==> src/exec_cfg.svh <==
// sizes are fixed for a 32-bit slice and the byte swap assumes a 4-byte word
`ifndef EXEC_CFG_SVH
`define EXEC_CFG_SVH

`define DATA_W   32  // one word
`define REG_CNT  16
`define REG_AW   4
`define INSN_W   32

// msb of each instruction field
`define OP_MSB   31
`define COND_MSB 27
`define RD_MSB   23
`define RA_MSB   19
`define RB_MSB   15

// alu immediate width
// movi takes bits RB_MSB down to 0 instead
`define IMM_W    12

`endif

==> src/exec_pkg.sv <==
// opcode and condition fields are both 4 bits wide and every code is defined
package exec_pkg;

  typedef enum logic [3:0] {
    op_add   = 4'd0,
    op_sub   = 4'd1,
    op_addi  = 4'd2,
    op_cmp   = 4'd3,   // flags only
    op_and   = 4'd4,
    op_or    = 4'd5,
    op_xor   = 4'd6,
    op_shl   = 4'd7,
    op_shr   = 4'd8,
    op_sar   = 4'd9,
    op_movi  = 4'd10,
    op_sxtb  = 4'd11,
    op_sxth  = 4'd12,
    op_bswap = 4'd13,
    op_nop_e = 4'd14,
    op_nop_f = 4'd15
  } op_t;

  // tested on the flags in force before the instruction
  typedef enum logic [3:0] {
    cc_eq = 4'd0,
    cc_ne = 4'd1,
    cc_cs = 4'd2,
    cc_cc = 4'd3,
    cc_mi = 4'd4,
    cc_pl = 4'd5,
    cc_vs = 4'd6,
    cc_vc = 4'd7,
    cc_hi = 4'd8,   // unsigned higher
    cc_ls = 4'd9,
    cc_ge = 4'd10,  // signed
    cc_lt = 4'd11,
    cc_gt = 4'd12,
    cc_le = 4'd13,
    cc_al = 4'd14,
    cc_nv = 4'd15
  } cond_t;

  typedef struct packed {
    logic c;  // carry out, set means no borrow on subtract
    logic n;
    logic z;
    logic v;
  } flags_t;

endpackage

==> src/issue_if.sv <==
// decoded instruction with operands and flags as read in the decode cycle
`timescale 1ns/1ps
`include "exec_cfg.svh"

interface issue_if import exec_pkg::*; ();

  logic               valid;  // one pulse per instruction
  op_t                op;
  cond_t              cond;
  logic [`REG_AW-1:0] rd;
  logic [`REG_AW-1:0] ra;
  logic [`REG_AW-1:0] rb;
  logic [`DATA_W-1:0] a_val;
  logic [`DATA_W-1:0] b_val;
  logic [`DATA_W-1:0] imm;    // already sign extended
  flags_t             flags;

  modport decode (
    output valid, op, cond, rd, ra, rb, a_val, b_val, imm, flags
  );

  modport execute (
    input valid, op, cond, rd, ra, rb, a_val, b_val, imm, flags
  );

endinterface

==> src/wb_if.sv <==
// one bus for both hops, execute to commit and commit back to the register file
`timescale 1ns/1ps
`include "exec_cfg.svh"

interface wb_if import exec_pkg::*; ();

  // execute register
  logic               valid;
  logic               wen;   // rd written
  logic               fwen;  // flags written
  logic [`REG_AW-1:0] rd;
  logic [`DATA_W-1:0] data;
  flags_t             flags;

  // result register, also the forwarding source
  logic               wr_en;
  logic               wr_flags_en;
  logic [`REG_AW-1:0] wr_rd;
  logic [`DATA_W-1:0] wr_data;
  flags_t             wr_flags;

  modport execute (
    output valid, wen, fwen, rd, data, flags,
    input  wr_en, wr_flags_en, wr_rd, wr_data, wr_flags
  );

  modport commit (
    input  valid, wen, fwen, rd, data, flags,
    output wr_en, wr_flags_en, wr_rd, wr_data, wr_flags
  );

  modport regfile (input wr_en, wr_flags_en, wr_rd, wr_data, wr_flags);

endinterface
==> src/alu_execute.sv <==
// skipped instructions still carry the alu result on data with wen low
`timescale 1ns/1ps
`include "exec_cfg.svh"

module alu_execute import exec_pkg::*; (
  input  logic     clk,
  input  logic     rst,
  issue_if.execute iss,
  wb_if.execute    wb
);

  localparam int SH_W = $clog2(`DATA_W);

  logic [`DATA_W-1:0] a_fwd;
  logic [`DATA_W-1:0] b_fwd;
  flags_t             fl_fwd;
  flags_t             fl_new;
  logic [`DATA_W-1:0] b_eff;
  logic [`DATA_W:0]   sum;
  logic [`DATA_W-1:0] res;
  logic [SH_W-1:0]    shamt;
  logic               sub_op;
  logic               arith;
  logic               do_flags;
  logic               do_wr;

  function automatic logic cond_true(cond_t cc, flags_t f);
    case (cc)
      cc_eq: return f.z;
      cc_ne: return !f.z;
      cc_cs: return f.c;
      cc_cc: return !f.c;
      cc_mi: return f.n;
      cc_pl: return !f.n;
      cc_vs: return f.v;
      cc_vc: return !f.v;
      cc_hi: return f.c && !f.z;
      cc_ls: return !f.c || f.z;
      cc_ge: return f.n == f.v;
      cc_lt: return f.n != f.v;
      cc_gt: return !f.z && f.n == f.v;
      cc_le: return f.z || f.n != f.v;
      cc_al: return 1'b1;
      cc_nv: return 1'b0;
    endcase
  endfunction

  // newest producer wins, execute register before result register
  always_comb begin
    a_fwd  = iss.a_val;
    b_fwd  = iss.b_val;
    fl_fwd = iss.flags;
    if (wb.wen && wb.rd == iss.ra) a_fwd = wb.data;
    else if (wb.wr_en && wb.wr_rd == iss.ra) a_fwd = wb.wr_data;
    if (wb.wen && wb.rd == iss.rb) b_fwd = wb.data;
    else if (wb.wr_en && wb.wr_rd == iss.rb) b_fwd = wb.wr_data;
    if (wb.fwen) fl_fwd = wb.flags;
    else if (wb.wr_flags_en) fl_fwd = wb.wr_flags;
  end

  always_comb begin
    sub_op = iss.op inside {op_sub, op_cmp};
    arith  = iss.op inside {op_add, op_sub, op_addi, op_cmp};
    b_eff  = (iss.op == op_addi) ? iss.imm : b_fwd;
    if (sub_op) b_eff = ~b_fwd;            // a + ~b + 1
    sum    = {1'b0, a_fwd} + {1'b0, b_eff} + {{`DATA_W{1'b0}}, sub_op};
    shamt  = iss.imm[SH_W-1:0];

    case (iss.op)
      op_add, op_sub, op_addi, op_cmp: res = sum[`DATA_W-1:0];
      op_and:   res = a_fwd & b_fwd;
      op_or:    res = a_fwd | b_fwd;
      op_xor:   res = a_fwd ^ b_fwd;
      op_shl:   res = a_fwd << shamt;
      op_shr:   res = a_fwd >> shamt;
      op_sar:   res = $signed(a_fwd) >>> shamt;
      op_movi:  res = iss.imm;
      op_sxtb:  res = {{(`DATA_W-8){a_fwd[7]}}, a_fwd[7:0]};
      op_sxth:  res = {{(`DATA_W-16){a_fwd[15]}}, a_fwd[15:0]};
      op_bswap: res = {a_fwd[7:0], a_fwd[15:8], a_fwd[23:16], a_fwd[31:24]};
      default:  res = a_fwd;               // nops
    endcase

    fl_new   = fl_fwd;                     // c and v kept unless arith
    fl_new.n = res[`DATA_W-1];
    fl_new.z = (res == '0);
    if (arith) begin
      fl_new.c = sum[`DATA_W];
      fl_new.v = (a_fwd[`DATA_W-1] == b_eff[`DATA_W-1]) &&
                 (res[`DATA_W-1] != a_fwd[`DATA_W-1]);
    end

    do_flags = iss.valid && cond_true(iss.cond, fl_fwd) &&
               !(iss.op inside {op_nop_e, op_nop_f});
    do_wr    = do_flags && iss.op != op_cmp;
  end

  always_ff @(posedge clk) begin
    if (rst) begin
      wb.valid <= 1'b0;
      wb.wen   <= 1'b0;
      wb.fwen  <= 1'b0;
    end else begin
      wb.valid <= iss.valid;
      wb.wen   <= do_wr;
      wb.fwen  <= do_flags;
    end
  end

  always_ff @(posedge clk) begin
    wb.rd    <= iss.rd;
    wb.data  <= res;
    wb.flags <= do_flags ? fl_new : fl_fwd;  // unchanged flags reported on skip
  end

  a_en_valid: assert property (@(posedge clk) disable iff (rst)
    (wb.wen || wb.fwen) |-> wb.valid);

endmodule

==> src/exec_top.sv <==
// fixed latency of 3 cycles from insn_valid to res_valid and no back-pressure
`timescale 1ns/1ps
`include "exec_cfg.svh"

module exec_top import exec_pkg::*; (
  input  logic               clk,
  input  logic               rst,
  input  logic               insn_valid,
  input  logic [`INSN_W-1:0] insn,
  output logic               res_valid,
  output logic               res_wen,
  output logic [`REG_AW-1:0] res_rd,
  output logic [`DATA_W-1:0] res_data,
  output flags_t             res_flags
);

  logic [`REG_AW-1:0] rd_a_idx;
  logic [`REG_AW-1:0] rd_b_idx;
  logic [`DATA_W-1:0] rd_a_val;
  logic [`DATA_W-1:0] rd_b_val;
  flags_t             cur_flags;

  issue_if iss_bus ();
  wb_if    wb_bus ();

  reg_file u_reg_file (
    .clk, .rst, .rd_a_idx, .rd_b_idx, .rd_a_val, .rd_b_val,
    .flags (cur_flags),
    .wb    (wb_bus.regfile)
  );

  insn_decode u_insn_decode (
    .clk, .rst, .insn_valid, .insn, .rd_a_idx, .rd_b_idx, .rd_a_val, .rd_b_val,
    .flags (cur_flags),
    .iss   (iss_bus.decode)
  );

  alu_execute u_alu_execute (.clk, .rst, .iss(iss_bus.execute), .wb(wb_bus.execute));

  result_commit u_result_commit (
    .clk, .rst, .res_valid, .res_wen, .res_rd, .res_data, .res_flags,
    .wb (wb_bus.commit)
  );

endmodule

==> src/insn_decode.sv <==
// insn is sampled only with insn_valid and must be fully known then
`timescale 1ns/1ps
`include "exec_cfg.svh"

module insn_decode import exec_pkg::*; (
  input  logic               clk,
  input  logic               rst,
  input  logic               insn_valid,
  input  logic [`INSN_W-1:0] insn,
  output logic [`REG_AW-1:0] rd_a_idx,
  output logic [`REG_AW-1:0] rd_b_idx,
  input  logic [`DATA_W-1:0] rd_a_val,
  input  logic [`DATA_W-1:0] rd_b_val,
  input  flags_t             flags,
  issue_if.decode            iss
);

  op_t                op;
  cond_t              cond;
  logic [`REG_AW-1:0] rd;
  logic [`DATA_W-1:0] imm;

  assign op       = op_t'(insn[`OP_MSB -: 4]);
  assign cond     = cond_t'(insn[`COND_MSB -: 4]);
  assign rd       = insn[`RD_MSB -: `REG_AW];
  assign rd_a_idx = insn[`RA_MSB -: `REG_AW];
  assign rd_b_idx = insn[`RB_MSB -: `REG_AW];

  always_comb begin
    if (op == op_movi) begin
      // 16-bit value overlaps rb and imm12
      imm = {{(`DATA_W - `RB_MSB - 1){insn[`RB_MSB]}}, insn[`RB_MSB:0]};
    end else begin
      imm = {{(`DATA_W - `IMM_W){insn[`IMM_W-1]}}, insn[`IMM_W-1:0]};
    end
  end

  always_ff @(posedge clk) begin
    if (rst) begin
      iss.valid <= 1'b0;
    end else begin
      iss.valid <= insn_valid;
    end
  end

  always_ff @(posedge clk) begin
    if (insn_valid) begin
      iss.op    <= op;
      iss.cond  <= cond;
      iss.rd    <= rd;
      iss.ra    <= rd_a_idx;
      iss.rb    <= rd_b_idx;
      iss.a_val <= rd_a_val;   // may be stale, execute forwards
      iss.b_val <= rd_b_val;
      iss.imm   <= imm;
      iss.flags <= flags;
    end
  end

  a_insn_known: assert property (@(posedge clk) disable iff (rst)
    insn_valid |-> !$isunknown(insn));

endmodule

==> src/reg_file.sv <==
// register 0 is an ordinary register and a write in progress shows through on every read
`timescale 1ns/1ps
`include "exec_cfg.svh"

module reg_file import exec_pkg::*; (
  input  logic               clk,
  input  logic               rst,
  input  logic [`REG_AW-1:0] rd_a_idx,
  input  logic [`REG_AW-1:0] rd_b_idx,
  output logic [`DATA_W-1:0] rd_a_val,
  output logic [`DATA_W-1:0] rd_b_val,
  output flags_t             flags,
  wb_if.regfile              wb
);

  logic [`DATA_W-1:0] regs [`REG_CNT];
  flags_t             flags_q;

  always_ff @(posedge clk) begin
    if (rst) begin
      for (int i = 0; i < `REG_CNT; i++) begin
        regs[i] <= '0;
      end
      flags_q <= '0;
    end else begin
      if (wb.wr_en) begin
        regs[wb.wr_rd] <= wb.wr_data;
      end
      if (wb.wr_flags_en) begin
        flags_q <= wb.wr_flags;
      end
    end
  end

  // write-through
  always_comb begin
    if (wb.wr_en && wb.wr_rd == rd_a_idx) begin
      rd_a_val = wb.wr_data;
    end else begin
      rd_a_val = regs[rd_a_idx];
    end

    if (wb.wr_en && wb.wr_rd == rd_b_idx) begin
      rd_b_val = wb.wr_data;
    end else begin
      rd_b_val = regs[rd_b_idx];
    end

    flags = wb.wr_flags_en ? wb.wr_flags : flags_q;
  end

endmodule

==> src/result_commit.sv <==
// the register file is written at the end of the cycle in which res_valid is high
`timescale 1ns/1ps
`include "exec_cfg.svh"

module result_commit import exec_pkg::*; (
  input  logic               clk,
  input  logic               rst,
  wb_if.commit               wb,
  output logic               res_valid,
  output logic               res_wen,
  output logic [`REG_AW-1:0] res_rd,
  output logic [`DATA_W-1:0] res_data,
  output flags_t             res_flags
);

  logic fwen_q;  // flags write kept off the top ports

  always_ff @(posedge clk) begin
    if (rst) begin
      res_valid <= 1'b0;
      res_wen   <= 1'b0;
      fwen_q    <= 1'b0;
    end else begin
      res_valid <= wb.valid;
      res_wen   <= wb.wen;
      fwen_q    <= wb.fwen;
    end
  end

  always_ff @(posedge clk) begin
    if (wb.valid) begin
      res_rd    <= wb.rd;
      res_data  <= wb.data;
      res_flags <= wb.flags;
    end
  end

  // writeback side
  assign wb.wr_en       = res_wen;
  assign wb.wr_flags_en = fwen_q;
  assign wb.wr_rd       = res_rd;
  assign wb.wr_data     = res_data;
  assign wb.wr_flags    = res_flags;

  a_wen_valid: assert property (@(posedge clk) disable iff (rst)
    res_wen |-> res_valid);

endmodule

==> config.mk <==
export PLATFORM = sky130hd
export DESIGN_NAME = exec_top
export DESIGN_NICKNAME = d
export VERILOG_FILES = /design/src/exec_pkg.sv /design/src/issue_if.sv /design/src/wb_if.sv /design/src/alu_execute.sv /design/src/exec_top.sv /design/src/insn_decode.sv /design/src/reg_file.sv /design/src/result_commit.sv
export VERILOG_INCLUDE_DIRS = /design/src
export SDC_FILE = /design/constraint.sdc
export NUM_CORES = 2
export LEC_CHECK = 0
export ABC_CLOCK_PERIOD_IN_PS = 6800
export BUFFER_PORTS_ARGS = -buffer_cell sky130_fd_sc_hd__buf_4
export CAP_MARGIN = 30
export CORE_UTILIZATION = 45
export DETAILED_ROUTE_END_ITERATION = 10
export GPL_TIMING_DRIVEN = 1
export SLEW_MARGIN = 15
export SYNTH_ARGS = -nofsm -noshare
export SYNTH_HDL_FRONTEND = slang
export SYNTH_SLANG_ARGS = --single-unit
==> constraint.sdc <==
create_clock -name clk -period 6.8 [get_ports clk]
set_input_delay 0.68 -clock clk [delete_from_list [all_inputs] [get_ports clk]]
set_output_delay 0.68 -clock clk [all_outputs]
set_load 0.02 [all_outputs]
==> impl_metrics.ini <==
[final_layout]
multi_input_area_um2 = 22670
final_util_pct = 50.50
fin_nets = 3749
drive_above_1_share_pct = 25.46
stdcell_area_um2 = 49850
seq_area_um2 = 20720
area_growth_pct = 10.86
n_fill_cell = 8573

[timing]
skew_ps = 44.37
maxSlewHeadroom_pct = 17.10
max_freq_mhz = 151.6
worst_slack_ps = 203.9
fin_crit_sh_pct = 97.00
worst_slew_pin_slew_ps = 1212
rsz0062_at_grt = no
setup-violations-final = 0
finalHoldViolCount = 0
hold_ws_ps = 202.2
drv_slew = 0
fin_crit_ps = 6596

[power_and_ir_drop]
p_leak_nw = 17.77
p_per_area_nw_per_um2 = 243.2
irDropWorstVdd_v = 0.0001867

[run]
max_cap_viol_count = 0

[cts]
clkTransAtPathRegs_ps = 70
cts_sinks = 707
cts_resized = 1
cts-buffers-inserted = 77
ctsHoldBuffers = 0
htreeDepth = 3
post_cts_buffers = 0
tritoncts = built
root_buffer = clkbuf_16
insertion_delay_ps = 650
clk_path_buf_depth = 3

[logic_synthesis]
yosys_warnings = 0
synthFlopType = edfxtp_1
ys_ff_latch = 707
synth_edf_count = 656
postSynthAreaPerCell_um2 = 12.44
yosysSeqAreaShare_pct = 46.08
syn-cell-area_um2 = 44970
yosysUniqueCellTypes = 111
yosys.area.top_type = edfxtp_1
ys_async_sr_fraction_pct = 0
synth_commonest_cells = edfxtp_1 (656), and2_1 (521), mux4_2 (353)
synth_nets = 3748
synth.area.top_cells = edfxtp_1 (44%), mux4_2 (18%), and2_1 (7.2%)
synthCells = 3616
yosysMostFrequentCell = edfxtp_1
synth_top_area_share_pct = 43.81

[floorplan]
dieWidth_um = 318.1
dieArea_um2 = 101200
core_um2 = 98710
num_io_pins = 77
num_rows = 115
die_y_um = 318.1
start_util_pct = 45.55

[critical_path]
end_kind = flip-flop
reg2reg_depth = 21
cpMostUsedCell = buf_4
critical_path_class = flip-flop to flip-flop
crit_chain = buf_4 -> xnor2_1 -> and3_1 -> buf_4 -> buf_4 -> nand3_1 -> a31o_2 -> inv_2 -> ha_1 -> a21oi_1 -> and2_1 -> o211ai_1 -> o21ai_1 -> o21ba_2 -> xor2_1 -> nor2_1 -> nor4_1 -> a32oi_2 -> nor4_1 -> and4_4 -> a32o_1
max_stage_delay_ps = 600
path_max_fanout = 18
crit_arrival_ps = 7170
worstSetupStartpointType = flip-flop
critPathRequiredTime_ps = 7380
cpMaxStageDelayCell = nor4_1

[hold_path]
worstHoldPathCells = 1
hold_class = input pin to flip-flop

[grt]
grt_max_degree = 87
grt_pass1_vias = 33989
grt-ovfl-total = 0
antenna_found_initial = 12
grt_usage_pct = 37.70
grt_pass1_wl_um = 268300

[detailed_routing]
wire_per_inst_um = 38.65
wirelength_um = 192100
drt-pass1-iter-count = 8
routed_via_density = 6.992
drt_iter0_drc = 4577
ant_nets = 0
drc_errors = 0
vias = 34749

[outcome]
outcome = completed

[place]
hpwl_um = 126900
place_congestion = 1.078
dp_slack_ps = 18.07
dpl_cell_area_um2 = 47380
io_buffers = 76
==> per-layer routing <==
metal  global-route usage [%]  vias to the layer above  wire [µm]
met5                        0                        -          0
met4                    24.23                        0      14330
met3                    7.962                      672      17640
met2                    59.92                     2293      89180
met1                    46.91                    17746      70960
li1                         -                    14038          -
==> kinds of logic (layout without fill, tap and decap cells) <==
logic type	count (synthesis)	count (layout)	synth area share (%)
AOI/OAI and AO/OA	694	694	11.04
xor gates and xnor gates	49	49	1.005
adders and majority gates	97	97	2.732
buffers and inverters	435	495	3.962
DFF	707	707	46.08
muxes	513	513	21.49
other	0	7	0
and+or+nand+nor	1121	1121	13.69
==> layout by cell type (no fill, tap or decap), types with 17 or more instances in the layout <==
| cell type | synthesis | routed |
|---|---|---|
| xor2_1 | 25 | 25 |
| nor3_1 | 65 | 61 |
| o211ai_1 | 46 | 46 |
| nor2_1 | 156 | 142 |
| or2_2 | 19 | 20 |
| nor2b_1 | 17 | 17 |
| o21ai_1 | 23 | 25 |
| nand3_1 | 61 | 61 |
| mux2i_1 | 81 | 81 |
| inv_2 | 18 | 18 |
| a22oi_1 | 41 | 41 |
| clkinv_1 | 2 | 18 |
| clkbuf_16 | 0 | 79 |
| clkbuf_1 | 266 | 20 |
| nand4_1 | 18 | 18 |
| a21o_1 | 22 | 22 |
| and2_1 | 521 | 521 |
| a221oi_1 | 24 | 24 |
| mux4_2 | 353 | 353 |
| a21oi_1 | 98 | 98 |
| buf_4 | 5 | 257 |
| dfxtp_1 | 51 | 50 |
| a211oi_1 | 41 | 41 |
| xnor2_1 | 21 | 21 |
| ha_1 | 95 | 95 |
| o22ai_1 | 20 | 20 |
| o21ai_0 | 135 | 132 |
| edfxtp_1 | 656 | 656 |
| nand2_1 | 172 | 172 |
| a31oi_1 | 26 | 26 |
| mux2_2 | 77 | 77 |
| inv_1 | 61 | 61 |
| a311oi_1 | 19 | 18 |
==> state kept, by name, summed over array words and instances (netlist names), 4 cells and up <==
signal / flops
u_alu_execute.wb.data: 32
u_alu_execute.wb.flags: 4
u_alu_execute.wb.rd: 4
u_insn_decode.iss.a_val: 32
u_insn_decode.iss.b_val: 32
u_insn_decode.iss.cond: 4
u_insn_decode.iss.flags: 4
u_insn_decode.iss.imm: 16
u_insn_decode.iss.op: 4
u_insn_decode.iss.ra: 4
u_insn_decode.iss.rb: 4
u_insn_decode.iss.rd: 4
u_reg_file.flags_q: 4
u_reg_file.regs: 512
u_result_commit.res_data: 32
u_result_commit.res_flags: 4
u_result_commit.res_rd: 4
==> where the power goes <==
group	total, mW	switching, mW	internal [mW]	leakage [nW]
registers	5.26	0.239	5.02	7.13
logic	2.80	1.81	0.982	9.48
clock network	4.07	1.79	2.29	1.15
==> worst max-delay path, delay by kind of cell (launching register included) <==
kind / cells / cell delay (ps)
AND/OR/NAND/NOR: 7 / 2330
AO/OA/AOI/OAI: 7 / 2070
buffers and inverters: 4 / 980
adder cells (fa/ha/maj): 1 / 320
XOR/XNOR: 2 / 380
flip-flops: 1 / 410
==> final timing paths <==
kind | endpoint | slack [ps] | from
worst min-delay path | u_insn_decode.iss.imm[5] | 200 | insn[5]
worst max register to register | u_alu_execute.wb.flags[1] | 200 | u_result_commit.res_rd[1]
worst max-delay path | u_alu_execute.wb.flags[1] | 200 | u_result_commit.res_rd[1]
worst min register to register | u_alu_execute.wb.rd[2] | 340 | u_insn_decode.iss.rd[2]
==> cell type report <==
cell class                      instances  share of cell area (%)
Antenna cell                            7                 0.03514
Clock buffer                          102                   4.199
Clock inverter                         36                  0.5899
Inverter                               83                  0.6401
Multi-Input combinational cell       2474                   45.47
Sequential cell                       707                   41.57
Tap cell                             1287                   3.230
Timing Repair Buffer                  274                   4.262
==> metrics by stage <==
stage | total power [mW] | cells | setup TNS, ps
4_1_cts | 12.03 | 4959 | 0
3_3_place_gp | 8.008 | 4815 | -15.49
3_5_place_dp | 7.984 | 4821 | 0
6_report | 12.13 | 4970 | 0
5_1_grt | 12.41 | 4963 | 0
2_1_floorplan | 6.803 | 3616 | 0
No activity file was read; power rests on OpenSTA's default activity.
